## src/cop_pkg.sv

```systemverilog
// ************************************************
// Shared codes for the coprocessor datapath.
// Only custom-1 is accepted. Field positions are
// fixed, with no generated decoder behind them.
// ************************************************
`default_nettype none

package cop_pkg;

    localparam logic [6:0] COP_OPCODE = 7'b0101011; // custom-1

    // Instruction classes
    localparam int CLS_W = 3;
    localparam logic [CLS_W-1:0] CLS_PACKED  = 3'd1;
    localparam logic [CLS_W-1:0] CLS_BITWISE = 3'd2;

    // Subclasses, meaning depends on class
    localparam int SUB_W = 4;
    localparam logic [SUB_W-1:0] SUB_ADD_PX = 4'd0;
    localparam logic [SUB_W-1:0] SUB_SUB_PX = 4'd1;
    localparam logic [SUB_W-1:0] SUB_SLL_PX = 4'd2;
    localparam logic [SUB_W-1:0] SUB_SRL_PX = 4'd3;
    localparam logic [SUB_W-1:0] SUB_ROT_PX = 4'd4;

    localparam logic [SUB_W-1:0] SUB_LLI_CR = 4'd0;
    localparam logic [SUB_W-1:0] SUB_LUI_CR = 4'd1;
    localparam logic [SUB_W-1:0] SUB_BOP_CR = 4'd2;

    // Pack widths, codes 5..7 are illegal
    localparam int PW_W = 3;
    localparam logic [PW_W-1:0] PW_32 = 3'd0;
    localparam logic [PW_W-1:0] PW_16 = 3'd1;
    localparam logic [PW_W-1:0] PW_8  = 3'd2;
    localparam logic [PW_W-1:0] PW_4  = 3'd3;
    localparam logic [PW_W-1:0] PW_2  = 3'd4;

    localparam int NUM_CR = 16;
    localparam int CR_W   = 4;

    // Upper ten bits are either crs2/pw/zero or a 10-bit immediate
    typedef union packed {
        struct packed {
            logic [2:0]       zero;     // Must be 0 for packed ops
            logic [PW_W-1:0]  pw;
            logic [CR_W-1:0]  crs2;
            logic [CR_W-1:0]  crs1;
            logic [SUB_W-1:0] subclass;
            logic [CLS_W-1:0] cls;
            logic [CR_W-1:0]  crd;
            logic [6:0]       opcode;
        } rv;
        struct packed {
            logic [9:0]       imm;
            logic [CR_W-1:0]  crs1;
            logic [SUB_W-1:0] subclass;
            logic [CLS_W-1:0] cls;
            logic [CR_W-1:0]  crd;
            logic [6:0]       opcode;
        } iv;
    } cop_insn_t;

endpackage

`default_nettype wire

```

## src/cop_idecode.sv

```systemverilog
// ************************************************
// Combinational decoder, no state.
// Outputs are only meaningful when id_exception
// is low. Disabled classes decode as illegal.
// ************************************************
`default_nettype none

module cop_idecode #(
    parameter bit EN_PACKED  = 1'b1,
    parameter bit EN_BITWISE = 1'b1
) (
    input  wire  [31:0]                id_encoded,
    output logic                       id_exception,
    output logic [cop_pkg::CLS_W-1:0]  id_class,
    output logic [cop_pkg::SUB_W-1:0]  id_subclass,
    output logic [cop_pkg::PW_W-1:0]   id_pw,
    output logic [cop_pkg::CR_W-1:0]   id_crs1,
    output logic [cop_pkg::CR_W-1:0]   id_crs2,
    output logic [cop_pkg::CR_W-1:0]   id_crs3,
    output logic [cop_pkg::CR_W-1:0]   id_crd,
    output logic [9:0]                 id_imm
);

    import cop_pkg::*;

    cop_insn_t insn;

    logic is_packed;
    logic is_bitwise;
    logic crd_in_crs3;

    logic bad_opcode;
    logic bad_class;
    logic bad_subclass;
    logic bad_pack;
    logic disabled;

    assign insn = id_encoded;

    assign is_packed  = insn.rv.cls == CLS_PACKED;
    assign is_bitwise = insn.rv.cls == CLS_BITWISE;

    // Common fields sit at the same place in both views
    assign id_class    = insn.rv.cls;
    assign id_subclass = insn.rv.subclass;
    assign id_crd      = insn.rv.crd;
    assign id_crs1     = insn.rv.crs1;

    // Register view only makes sense for packed ops
    assign id_crs2 = is_packed ? insn.rv.crs2 : '0;
    assign id_pw   = is_packed ? insn.rv.pw   : PW_32;

    // Immediate view for the bitwise class
    assign id_imm = is_bitwise ? insn.iv.imm : '0;

    // LLI, LUI and BOP all modify crd in place
    assign crd_in_crs3 = is_bitwise &&
                         (insn.rv.subclass == SUB_LLI_CR ||
                          insn.rv.subclass == SUB_LUI_CR ||
                          insn.rv.subclass == SUB_BOP_CR);

    assign id_crs3 = crd_in_crs3 ? insn.rv.crd : '0;

    assign bad_opcode = insn.rv.opcode != COP_OPCODE;
    assign bad_class  = !is_packed && !is_bitwise;

    assign bad_subclass = (is_packed  && insn.rv.subclass > SUB_ROT_PX) ||
                          (is_bitwise && insn.rv.subclass > SUB_BOP_CR);

    // Pack width codes above PW_2 and a dirty reserved field
    assign bad_pack = is_packed && (insn.rv.pw > PW_2 || |insn.rv.zero);

    assign disabled = (is_packed  && !EN_PACKED) ||
                      (is_bitwise && !EN_BITWISE);

    assign id_exception = bad_opcode   ||
                          bad_class    ||
                          bad_subclass ||
                          bad_pack     ||
                          disabled;

endmodule

`default_nettype wire

```

## src/cop_regfile.sv

```systemverilog
// ************************************************
// 16 x 32 coprocessor registers cleared on reset.
// Reads forward the write port on an index match.
// ************************************************
`default_nettype none

module cop_regfile (
    input  wire                      g_clk,
    input  wire                      rst,
    input  wire [cop_pkg::CR_W-1:0]  rd_idx1,
    input  wire [cop_pkg::CR_W-1:0]  rd_idx2,
    input  wire [cop_pkg::CR_W-1:0]  rd_idx3,
    output logic [31:0]              rd_data1,
    output logic [31:0]              rd_data2,
    output logic [31:0]              rd_data3,
    input  wire                      wr_en,
    input  wire [cop_pkg::CR_W-1:0]  wr_idx,
    input  wire [31:0]               wr_data
);

    import cop_pkg::*;

    logic [31:0] regs [NUM_CR];

    always_ff @(posedge g_clk) begin
        if (rst) begin
            for (int i = 0; i < NUM_CR; i++) begin
                regs[i] <= '0;
            end
        end else if (wr_en) begin
            regs[wr_idx] <= wr_data;
        end
    end

    // Write lands at the same edge that samples a dependent instruction
    assign rd_data1 = (wr_en && wr_idx == rd_idx1) ? wr_data : regs[rd_idx1];
    assign rd_data2 = (wr_en && wr_idx == rd_idx2) ? wr_data : regs[rd_idx2];
    assign rd_data3 = (wr_en && wr_idx == rd_idx3) ? wr_data : regs[rd_idx3];

endmodule

`default_nettype wire

```

## src/cop_palu.sv

```systemverilog
// ************************************************
// Packed add, sub, shifts and rotate (right).
// Shift amount is rhs[4:0] modulo lane width.
// Illegal pack widths behave as 32-bit lanes.
// ************************************************
`default_nettype none

module cop_palu (
    input  wire  [cop_pkg::SUB_W-1:0] op,
    input  wire  [cop_pkg::PW_W-1:0]  pw,
    input  wire  [31:0]               lhs,
    input  wire  [31:0]               rhs,
    output logic [31:0]               result
);

    import cop_pkg::*;

    logic [4:0]  lw_m1;     // Lane width minus one
    logic [5:0]  lw;
    logic [4:0]  shamt;
    logic [31:0] lane_msb;  // Top bit of every lane
    logic [31:0] keep_sll;  // Bits that stay in lane after a left shift
    logic [31:0] keep_srl;  // Same for a right shift
    logic [31:0] sum;
    logic [31:0] diff;
    logic [31:0] shl;
    logic [31:0] shr;
    logic [31:0] rot;

    always_comb begin
        case (pw)
            PW_32:   lw_m1 = 5'd31;
            PW_16:   lw_m1 = 5'd15;
            PW_8:    lw_m1 = 5'd7;
            PW_4:    lw_m1 = 5'd3;
            PW_2:    lw_m1 = 5'd1;
            default: lw_m1 = 5'd31;
        endcase
    end

    assign lw    = {1'b0, lw_m1} + 6'd1;
    assign shamt = rhs[4:0] & lw_m1;

    always_comb begin
        logic [4:0] pos;
        for (int j = 0; j < 32; j++) begin
            pos         = j[4:0] & lw_m1;   // Bit position inside its lane
            lane_msb[j] = pos == lw_m1;
            keep_sll[j] = pos >= shamt;
            keep_srl[j] = ({1'b0, pos} + {1'b0, shamt}) <= {1'b0, lw_m1};
        end
    end

    // Lane MSBs handled apart so carries and borrows stop at the boundary
    assign sum  = ((lhs & ~lane_msb) + (rhs & ~lane_msb)) ^ ((lhs ^ rhs) & lane_msb);
    assign diff = ((lhs | lane_msb) - (rhs & ~lane_msb)) ^ ((lhs ^ ~rhs) & lane_msb);

    assign shl = (lhs << shamt) & keep_sll;
    assign shr = (lhs >> shamt) & keep_srl;
    assign rot = shr | ((lhs << (lw - {1'b0, shamt})) & ~keep_srl);

    always_comb begin
        case (op)
            SUB_ADD_PX: result = sum;
            SUB_SUB_PX: result = diff;
            SUB_SLL_PX: result = shl;
            SUB_SRL_PX: result = shr;
            SUB_ROT_PX: result = rot;
            default:    result = '0;
        endcase
    end

endmodule

`default_nettype wire

```

## src/cop_execute.sv

```systemverilog
// ************************************************
// Execute stage, purely combinational.
// Illegal classes give zero, they are squashed later.
// ************************************************
`default_nettype none

module cop_execute (
    input  wire  [cop_pkg::CLS_W-1:0] ex_class,
    input  wire  [cop_pkg::SUB_W-1:0] ex_subclass,
    input  wire  [cop_pkg::PW_W-1:0]  ex_pw,
    input  wire  [31:0]               ex_rs1,
    input  wire  [31:0]               ex_rs2,
    input  wire  [31:0]               ex_rs3,    // Old crd for bitwise ops
    input  wire  [9:0]                ex_imm,
    output logic [31:0]               ex_result
);

    import cop_pkg::*;

    logic [31:0] palu_result;
    logic [31:0] bop_result;
    logic [31:0] bitwise_result;

    cop_palu u_palu (
        .op     (ex_subclass),
        .pw     (ex_pw),
        .lhs    (ex_rs1),
        .rhs    (ex_rs2),
        .result (palu_result)
    );

    // Four-entry LUT indexed by {crd bit, crs1 bit}
    always_comb begin
        for (int i = 0; i < 32; i++) begin
            bop_result[i] = ex_imm[{ex_rs3[i], ex_rs1[i]}];
        end
    end

    always_comb begin
        case (ex_subclass)
            SUB_LLI_CR: bitwise_result = {ex_rs3[31:10], ex_imm};
            SUB_LUI_CR: bitwise_result = {ex_imm, ex_rs3[21:0]};
            SUB_BOP_CR: bitwise_result = bop_result;
            default:    bitwise_result = '0;
        endcase
    end

    assign ex_result = (ex_class == CLS_PACKED)  ? palu_result    :
                       (ex_class == CLS_BITWISE) ? bitwise_result : '0;

endmodule

`default_nettype wire

```

## src/cop_result.sv

```systemverilog
// ************************************************
// One-cycle result register and write-back.
// Excepting instructions report zero data and
// never write the register file.
// ************************************************
`default_nettype none

module cop_result (
    input  wire                      g_clk,
    input  wire                      rst,
    input  wire                      in_valid,
    input  wire                      in_exception,
    input  wire [cop_pkg::CR_W-1:0]  in_crd,
    input  wire [31:0]               in_data,
    output logic                     wb_en,
    output logic [cop_pkg::CR_W-1:0] wb_idx,
    output logic [31:0]              wb_data,
    output logic                     result_valid,
    output logic                     result_exception,
    output logic [cop_pkg::CR_W-1:0] result_crd,
    output logic [31:0]              result_data
);

    always_ff @(posedge g_clk) begin
        if (rst) begin
            result_valid     <= 1'b0;
            result_exception <= 1'b0;
        end else begin
            result_valid     <= in_valid;
            result_exception <= in_valid && in_exception;
        end
    end

    // Payload only moves with a valid instruction
    always_ff @(posedge g_clk) begin
        if (in_valid) begin
            result_crd  <= in_crd;
            result_data <= in_exception ? '0 : in_data;
        end
    end

    assign wb_en   = result_valid && !result_exception;
    assign wb_idx  = result_crd;
    assign wb_data = result_data;

endmodule

`default_nettype wire

```

## src/cop_top.sv

```systemverilog
// ************************************************
// Coprocessor datapath top level.
// One instruction per cycle, no back-pressure.
// Result shows in the cycle after insn_valid.
// ************************************************
`default_nettype none

module cop_top #(
    parameter bit EN_PACKED  = 1'b1,
    parameter bit EN_BITWISE = 1'b1
) (
    input  wire                       g_clk,
    input  wire                       rst,
    input  wire                       insn_valid,
    input  wire  [31:0]               insn,
    output logic                      result_valid,
    output logic                      result_exception,
    output logic [cop_pkg::CR_W-1:0]  result_crd,
    output logic [31:0]               result_data
);

    import cop_pkg::*;

    logic             id_exception;
    logic [CLS_W-1:0] id_class;
    logic [SUB_W-1:0] id_subclass;
    logic [PW_W-1:0]  id_pw;
    logic [CR_W-1:0]  id_crs1;
    logic [CR_W-1:0]  id_crs2;
    logic [CR_W-1:0]  id_crs3;
    logic [CR_W-1:0]  id_crd;
    logic [9:0]       id_imm;

    logic [31:0]      rs1_data;
    logic [31:0]      rs2_data;
    logic [31:0]      rs3_data;
    logic [31:0]      ex_result;

    logic             wb_en;
    logic [CR_W-1:0]  wb_idx;
    logic [31:0]      wb_data;

    cop_idecode #(
        .EN_PACKED  (EN_PACKED),
        .EN_BITWISE (EN_BITWISE)
    ) u_idecode (
        .id_encoded   (insn),
        .id_exception (id_exception),
        .id_class     (id_class),
        .id_subclass  (id_subclass),
        .id_pw        (id_pw),
        .id_crs1      (id_crs1),
        .id_crs2      (id_crs2),
        .id_crs3      (id_crs3),
        .id_crd       (id_crd),
        .id_imm       (id_imm)
    );

    cop_regfile u_regfile (
        .g_clk    (g_clk),
        .rst      (rst),
        .rd_idx1  (id_crs1),
        .rd_idx2  (id_crs2),
        .rd_idx3  (id_crs3),
        .rd_data1 (rs1_data),
        .rd_data2 (rs2_data),
        .rd_data3 (rs3_data),
        .wr_en    (wb_en),
        .wr_idx   (wb_idx),
        .wr_data  (wb_data)
    );

    cop_execute u_execute (
        .ex_class    (id_class),
        .ex_subclass (id_subclass),
        .ex_pw       (id_pw),
        .ex_rs1      (rs1_data),
        .ex_rs2      (rs2_data),
        .ex_rs3      (rs3_data),
        .ex_imm      (id_imm),
        .ex_result   (ex_result)
    );

    cop_result u_result (
        .g_clk            (g_clk),
        .rst              (rst),
        .in_valid         (insn_valid),
        .in_exception     (id_exception),
        .in_crd           (id_crd),
        .in_data          (ex_result),
        .wb_en            (wb_en),
        .wb_idx           (wb_idx),
        .wb_data          (wb_data),
        .result_valid     (result_valid),
        .result_exception (result_exception),
        .result_crd       (result_crd),
        .result_data      (result_data)
    );

endmodule

`default_nettype wire

```

## config.mk

```make
export PLATFORM = sky130hd
export DESIGN_NAME = cop_top
export DESIGN_NICKNAME = d
export VERILOG_FILES = /design/src/cop_pkg.sv /design/src/cop_idecode.sv /design/src/cop_regfile.sv /design/src/cop_palu.sv /design/src/cop_execute.sv /design/src/cop_result.sv /design/src/cop_top.sv
export SDC_FILE = /design/constraint.sdc
export NUM_CORES = 2
export LEC_CHECK = 0
export CAP_MARGIN = 20
export CELL_PAD_IN_SITES_DETAIL_PLACEMENT = 0
export CELL_PAD_IN_SITES_GLOBAL_PLACEMENT = 1
export CORE_AREA = 2 2 316 318
export CTS_CLUSTER_SIZE = 25
export DETAILED_ROUTE_END_ITERATION = 10
export DIE_AREA = 0 0 318 320
export DONT_BUFFER_PORTS = 1
export HOLD_SLACK_MARGIN = 0.06
export MAX_ROUTING_LAYER = met4
export PLACE_DENSITY = 0.84
export SYNTH_ARGS = -nofsm -noshare
export SYNTH_HDL_FRONTEND = slang
export SYNTH_HIERARCHICAL = 1
export SYNTH_SLANG_ARGS = --single-unit
```

## constraint.sdc

```tcl
create_clock -name g_clk -period 7.4 [get_ports g_clk]
set_clock_uncertainty 0.2 [all_clocks]
set_input_delay 1.11 -clock g_clk [delete_from_list [all_inputs] [get_ports g_clk]]
set_output_delay 1.11 -clock g_clk [all_outputs]
set_load 0.02 [all_outputs]
```

==> Word level (Yosys, flattened, before mapping) <==
Memories as Yosys holds them, arrays and structs flattened.
Index checks and enable logic that the tools add are counted.
{ "classes": {"n_eq_ne": 14, "mux": 84, "add_sub_neg": 35, "shifts": 3, "magnitude_cmp": 99, "n_bitwise": 22, "div_mod_pow": 0, "n_reduce_logical": 49, "mul": 0} }
{ "op_table": {"columns": ["op", "count"], "rows": [
  ["32-bit bitwise AND", 7],
  ["32-bit two-way mux", 6],
  ["6-bit by 5-bit less-or-equal comparator with 1-bit output", 31],
  ["2-bit by 5-bit less-than comparator with 1-bit output, second input constant", 32],
  ["32-bit one-hot mux with 5 select lines", 1],
  ["32-bit XOR", 4],
  ["5-bit by 5-bit adder with 6-bit output", 16],
  ["32-bit NOT", 3],
  ["32-bit one-hot mux with 3 select lines", 1],
  ["5-bit >= comparator", 16],
  ["1-bit binary-select mux with 2-bit select", 32],
  ["32-bit OR", 2],
  ["4-bit by 5-bit adder with 6-bit output", 8],
  ["4-bit by 5-bit >= comparator with 1-bit output", 8],
  ["1-bit two-way mux", 38],
  ["32-bit adder", 1],
  ["32-bit OR reduction", 1],
  ["32-bit by 5-bit left shift with 32-bit output", 1],
  ["32-bit by 6-bit left shift with 32-bit output", 1],
  ["32-bit by 5-bit >> shifter with 32-bit output", 1],
  ["32-bit subtractor", 1],
  ["3-bit zero test", 10],
  ["3-bit by 5-bit adder with 6-bit output", 4],
  ["4-bit zero test", 6],
  ["other kinds (32)", 75]
]} }
{ "totals": {"rom_bits": 0, "n_memories": 1, "out_inout_bits": 38, "inputBits": 35, "ramBits": 512, "reg_bits": 38, "latchBits": 0} }
{ "memory_table": {"columns": ["memory", "depth", "word_bits", "read_ports", "rd_clocked_by_memory_dff", "wr", "line", "rtl"], "rows": [
  ["u_regfile.regs", 16, 32, 3, 0, 16, "cop_regfile.sv:23", "logic [31:0] regs [NUM_CR];"]
]} }

==> Longest topological paths before layout <==
{ "logic_depth": {"ltp_word": 13, "ltp_mapped": 30, "ltp_nobuf": 24} }

==> By module <==
Netlist, hierarchy kept.
{ "by_module_without_submodules": {"columns": ["mod", "n_inst", "area_per_inst_um2", "cells_per_inst", "seq_area_each_um2"], "rows": [
  ["cop_regfile", 1, 31490.2, 2080, 15374.7],
  ["cop_palu", 1, 12768.5, 1841, 0.0],
  ["cop_execute", 1, 1755.4, 192, 0.0],
  ["cop_result", 1, 1631.6, 112, 1121.1],
  ["cop_idecode", 1, 342.8, 49, 0.0]
]} }

==> Least setup slack after synthesis <==
Ideal clock, no wire load.
{ "synth_path": {"kind": "input -> register", "from": "input insn[12]", "to": "register u_result.result_data[30] (data pin)", "arrival_time_ns": 7.113, "setup_slack_ns": -0.166, "n_path_buf": 6, "cell_stages": 24, "required_time_ns": 6.946, "setup_ns": 0.254, "cell_sequence": "nor3b_2 > and2_2 > buf_2 > buf_2 > mux4_2 > a22oi_1 > nand2_1 > mux2_2 > clkinv_1 > buf_1 > clkbuf_1 > ha_1 > fa_1 > buf_1 > buf_1 > mux2i_1 > mux4_2 > mux2i_1 > o31ai_1 > a211oi_1 > o211ai_1 > and2_1 > a221o_1 > nor2b_1"} }
{ "synth_between": {"elab_chain_len": 13, "elab_cells_between_ends": 92} }
{ "synth_lines": {"columns": ["item", "line", "rtl"], "rows": [
  ["start: declaration", "cop_top.sv:15", "input wire [31:0] insn,"],
  ["3-bit by 1-bit equality test with 1-bit output (*)", "cop_idecode.sv:40", "assign is_packed = insn.rv.cls == CLS_PACKED;"],
  ["4-bit two-way mux (*)", "cop_idecode.sv:50", "assign id_crs2 = is_packed ? insn.rv.crs2 : '0;"],
  ["named net id_crs2[0]", "cop_top.sv:29", "logic [CR_W-1:0] id_crs2;"],
  ["parallel branches: the longest is 2 deep, another holds memory read 16 x 32 bit", null, null],
  ["32-bit two-way mux (*)", "cop_regfile.sv:37", "assign rd_data2 = (wr_en && wr_idx == rd_idx2) ? wr_data : regs[rd_idx2];"],
  ["named net rs2_data[0]", "cop_top.sv:35", "logic [31:0] rs2_data;"],
  ["parallel branches: the longest is 6 deep, another holds 6-bit by 5-bit subtractor with 6-bit output", null, null],
  ["32-bit one-hot mux with 5 select lines (*)", "cop_palu.sv:63", "case (op)"],
  ["named net u_execute.palu_result[30]", "cop_execute.sv:20", "logic [31:0] palu_result;"],
  ["32-bit two-way mux (*)", "cop_execute.sv:48", "assign ex_result = (ex_class == CLS_PACKED) ? palu_result :"],
  ["named net ex_result[30]", "cop_top.sv:37", "logic [31:0] ex_result;"],
  ["end signal: assignment", "cop_result.sv:38", "result_data <= in_exception ? '0 : in_data;"],
  ["end: declaration", "cop_result.sv:21", "output logic [31:0] result_data"]
]} }
Mark *: on every way through the listed nets, which the timed path passes. The select of a mux whose other input is x is not followed.
A chain may end at the register's enable or synchronous reset.

==> Final worst setup path <==
{ "layout_path": {"from": "input insn[12]", "to": "register u_result.result_data[28] (data pin)"} }
Same word-level chain as after synthesis.

==> summary.md <==
| Metric | Value |
|---|---|
| Routed vias | `40167` |
| CTS clk-pin slew, worst paths | `70 ps` |
| Cell Area, Placed | `50100 um2` |
| Port Buffers | `0` |
| Largest family of logic cells by synthesized area | `multiplexers` |
| WL/cell | `35.1 um` |
| Root buffer cell | `clkbuf_16` |
| Hold_ws | `~350 ps` |
| Met2 usage | `54.8%` |
| Drt first pass iters | `9` |
| Reg area | `16500 um2` |
| Post-CTS resize count | `0` |
| Terminus of the critical flop-to-flop path | `u_result/result_data[28]` |
| Maximum vdd drop | `225 uV` |
| GRT Overall Usage | `38.3%` |
| Clock sinks | `550` |
| Post-Layout Cell Count | `5512` |
| Hold Buf Count CTS | `0` |
| Drt drc | `0` |
| Antenna-violating nets left | `0` |
| Placed cells | `5397` |
| Multi-input gate area | `29500 um2` |
| Clk_lat worst skew | `~670 ps` |
| Antenna violations before repair | `7` |
| F_max | `approximately 0.15 GHz` |
| Final net count | `4338` |
| Synth Instances | `4274` |
| Synth top area cells | `edfxtp_1 (34%), mux4_2 (22%), and2_1 (7.4%), ha_1 (3.4%), a22oi_1 (3.1%)` |
| Mux contribution to synthesized area | `roughly 28%` |
| Simple-gate share of the synthesized area | `15.9%` |
| Total gr overflow | `0` |
| Lkg Pwr | `19.3 nW` |
| Yosys reg bits | `550` |
| Worst slew margin | `18.8%` |
| CTS max path bufs | `3` |
| Post-CTS setup buffers | `0` |
| Async SR Flop Fraction | `0%` |
| Hold WC Path Type | `in -> reg` |
| First-pass GRT wire length | `275 mm` |
| Largest net degree at the start of global routing | `130` |
| Critical path destination | `u_result/result_data[28]` |
| Adder-cell share of the synthesized area | `between 3 and 4%` |
| Power Density | `between 150 and 200 nW/um2` |
| Final setup viols | `0` |
| Vias/cell | `7.29` |
| Max-slew violations | `0` |
| I/O pin count | `73` |
| Synth Area in Compound Gates | `11.4%` |
| Post-Route WL | `193 mm` |
| Worst Setup Start Kind | `input pin` |
| RSZ-0062 raised after global routing | `false` |
| Seq/Total Area, Yosys | `34.4%` |
| Initial drt markers | `7218` |
| Post-synth EDFFs | `548` |
| Worst slew pin tran | `roughly 1200 ps` |
| Tmin final | `between 6000 and 7000 ps` |
| Vias in the first global route | `38899` |
| Layout area overhead | `8.76%` |
| Worst Setup End Kind | `flip-flop` |
| H-Tree Depth | `2` |
| # rows | `115` |
| Critical path peak fanout | `30` |
| Post-route design area | `52200 um2` |
| Reg2Reg Depth | `20` |
| Post-synth top area share | `34.3%` |
| Met3 usage | `11.0%` |
| Worst hold stages | `1` |
| Hpwl dp | `between 100 and 150 mm` |
| Final period utilization | `91.3%` |
| MaxCap Viol Count | `0` |
| GR Util met1 | `49.6%` |
| CORE AREA | `between 90000 and 100000 um2` |
| Distinct cells, synth | `between 90 and 100` |
| Fillers | `8264` |
| Layer with the highest usage | `met2` |
| Synth Flop Type | `edfxtp_1` |
| Leading area contributor after synthesis | `edfxtp_1` |
| Routability cong. | `roughly 1.1` |
| Die Width | `318 um` |
| Synth warn | `6` |
| Cell Area, Synth | `48000 um2` |
| Mean Syn Cell Area | `around 11 um2` |
| Die Ht | `320 um` |
| Type of the worst setup path | `in -> reg` |
| Total Die Area | `slightly above 100000 um2` |
| Final Hold Viols | `0` |
| CTS tree | `built` |
| Critical path origin | `insn[12]` |
| Starting density of the core | `49.0%` |
| Setup Total Neg Slack | `0 ps` |
| XOR/XNOR share of the synthesized area | `2.46%` |
| Layout cells sized above 1 | `24.5%` |
| Status | `completed` |
| Critical Path AT | `6960 ps` |
| CP required | `7610 ps` |
| Total CTS buffers | `56` |
| Fin util | `53.3%` |
| RR Startpoint | `u_result/result_crd[1]` |
| R2R Setup Slk | `about 1100 ps` |
-- synth_stat cells (64+ instances only) --
cell type    n
a21oi_1    169
nand2_1    290
edfxtp_1   548
buf_2       83
mux4_2     463
nor2_1     203
nor2b_1     70
ha_1       129
xnor2_1    109
buf_4       64
mux2i_1    138
a22oi_1    196
and2_1     568
mux2_2     115
inv_1       68
clkbuf_1   245
o21ai_0    112
-- cell usage in the layout, fill, tap and decap left out, types with 11 or more instances in the layout --
cell       instances
edfxtp_1         548
clkinv_1          14
bufinv_16         13
buf_12            16
xor2_1            25
nor2_1           187
nand2b_1          25
or3_1             18
clkbuf_1          12
and2_1           561
a21oi_1          169
nand2_1          290
o211ai_1          43
o21bai_1          11
nor2_4            18
buf_4            260
nand3_1           43
o21ai_0          111
a221o_1           21
mux2i_1          138
xnor2_1          109
nor3_1            57
mux2_2           114
nand4_1           11
a31oi_1           39
mux4_2           463
o21a_1            13
and3_1            34
a22oi_1          196
clkbuf_16         56
inv_1             66
or2_2             19
a211oi_1          30
o22ai_1           11
ha_1             129
a211o_1           16
nor2b_1           63
a21o_1            44
o21ai_1           12
o31ai_1           11
-- sequential cells by signal, summed over array words and instances, names as in the netlist --
| name | cells |
|---|---|
| u_regfile/regs | 512 |
| u_result/result_data | 32 |
| u_result/result_crd | 4 |
| u_result/result_valid | 1 |
| u_result/result_exception | 1 |
-- per-stage QoR --
| step | setup WS (ps) | power [mW] |
|---|---|---|
| floorplan | 36.7 | 5.75 |
| global placement | 235 | 6.83 |
| detailed placement | 147 | 6.84 |
| CTS | 840 | 9.96 |
| global route | 534 | 10.3 |
| finish | 646 | 10.1 |
-- power breakdown --
group          total, mW  internal, mW  switching, mW  leakage, nW
Clock               3.15          1.85           1.30        0.963
Combinational       3.26          1.29           1.98         12.7
Sequential          3.66          3.54          0.120         5.68
Total               10.1          6.68           3.40         19.3
-- area by class of cell --
class | instances | area share (%)
Sequential cell | 550 | 31.6
Multi-Input combinational cell | 3211 | 56.5
Inverter | 74 | 0.532
Clock inverter | 37 | 1.04
Timing Repair Buffer | 279 | 4.49
Antenna cell | 6 | 0.0288
Tap cell | 1287 | 3.09
Clock buffer | 68 | 2.77
-- logic make-up after synthesis --
family,count (synthesis)
AO/OA/AOI/OAI,807
AND/OR/NAND/NOR,1411
adder cells (fa/ha/maj),135
XOR/XNOR,135
multiplexers,720
other,2
flip-flops,550
buffers and inverters,514
-- worst min-delay path by stage --
stage	endpoint	slack, ps	start
4_1_cts	u_result/result_valid	330	rst
3_5_place_dp	u_regfile/regs[13][16]	630	u_result/result_data[16]
2_1_floorplan	u_regfile/regs[0][0]	630	u_result/result_data[0]
6_report	u_result/result_valid	350	rst
3_3_place_gp	u_regfile/regs[12][16]	620	u_result/result_data[16]
5_1_grt	u_result/result_valid	350	rst
-- worst max-delay path: stages --
cell	delay, ps
nor3b_2	210
buf_4	180
and2_4	350
buf_4	270
mux4_2	310
a22oi_1	150
nand2_1	170
mux2_2	410
nor2_1	190
ha_1	280
fa_1	460
buf_12	200
inv_2	210
mux2i_1	150
nand2_1	90
o31ai_1	190
o21ai_0	250
o21ai_0	180
a221oi_1	670
buf_4	250
o211ai_1	100
and2_1	150
a221o_1	250
nor2b_1	130
-- routing by layer --
| metal | share of wire, % | vias up |
|---|---|---|
| met4 | 6.1 | 0 |
| met2 | 43 | 3412 |
| met1 | 37 | 19877 |
| met3 | 14 | 705 |
| li1 | - | 16173 |
| met5 | 0 | - |
No activity file was read; power rests on OpenSTA's default activity.
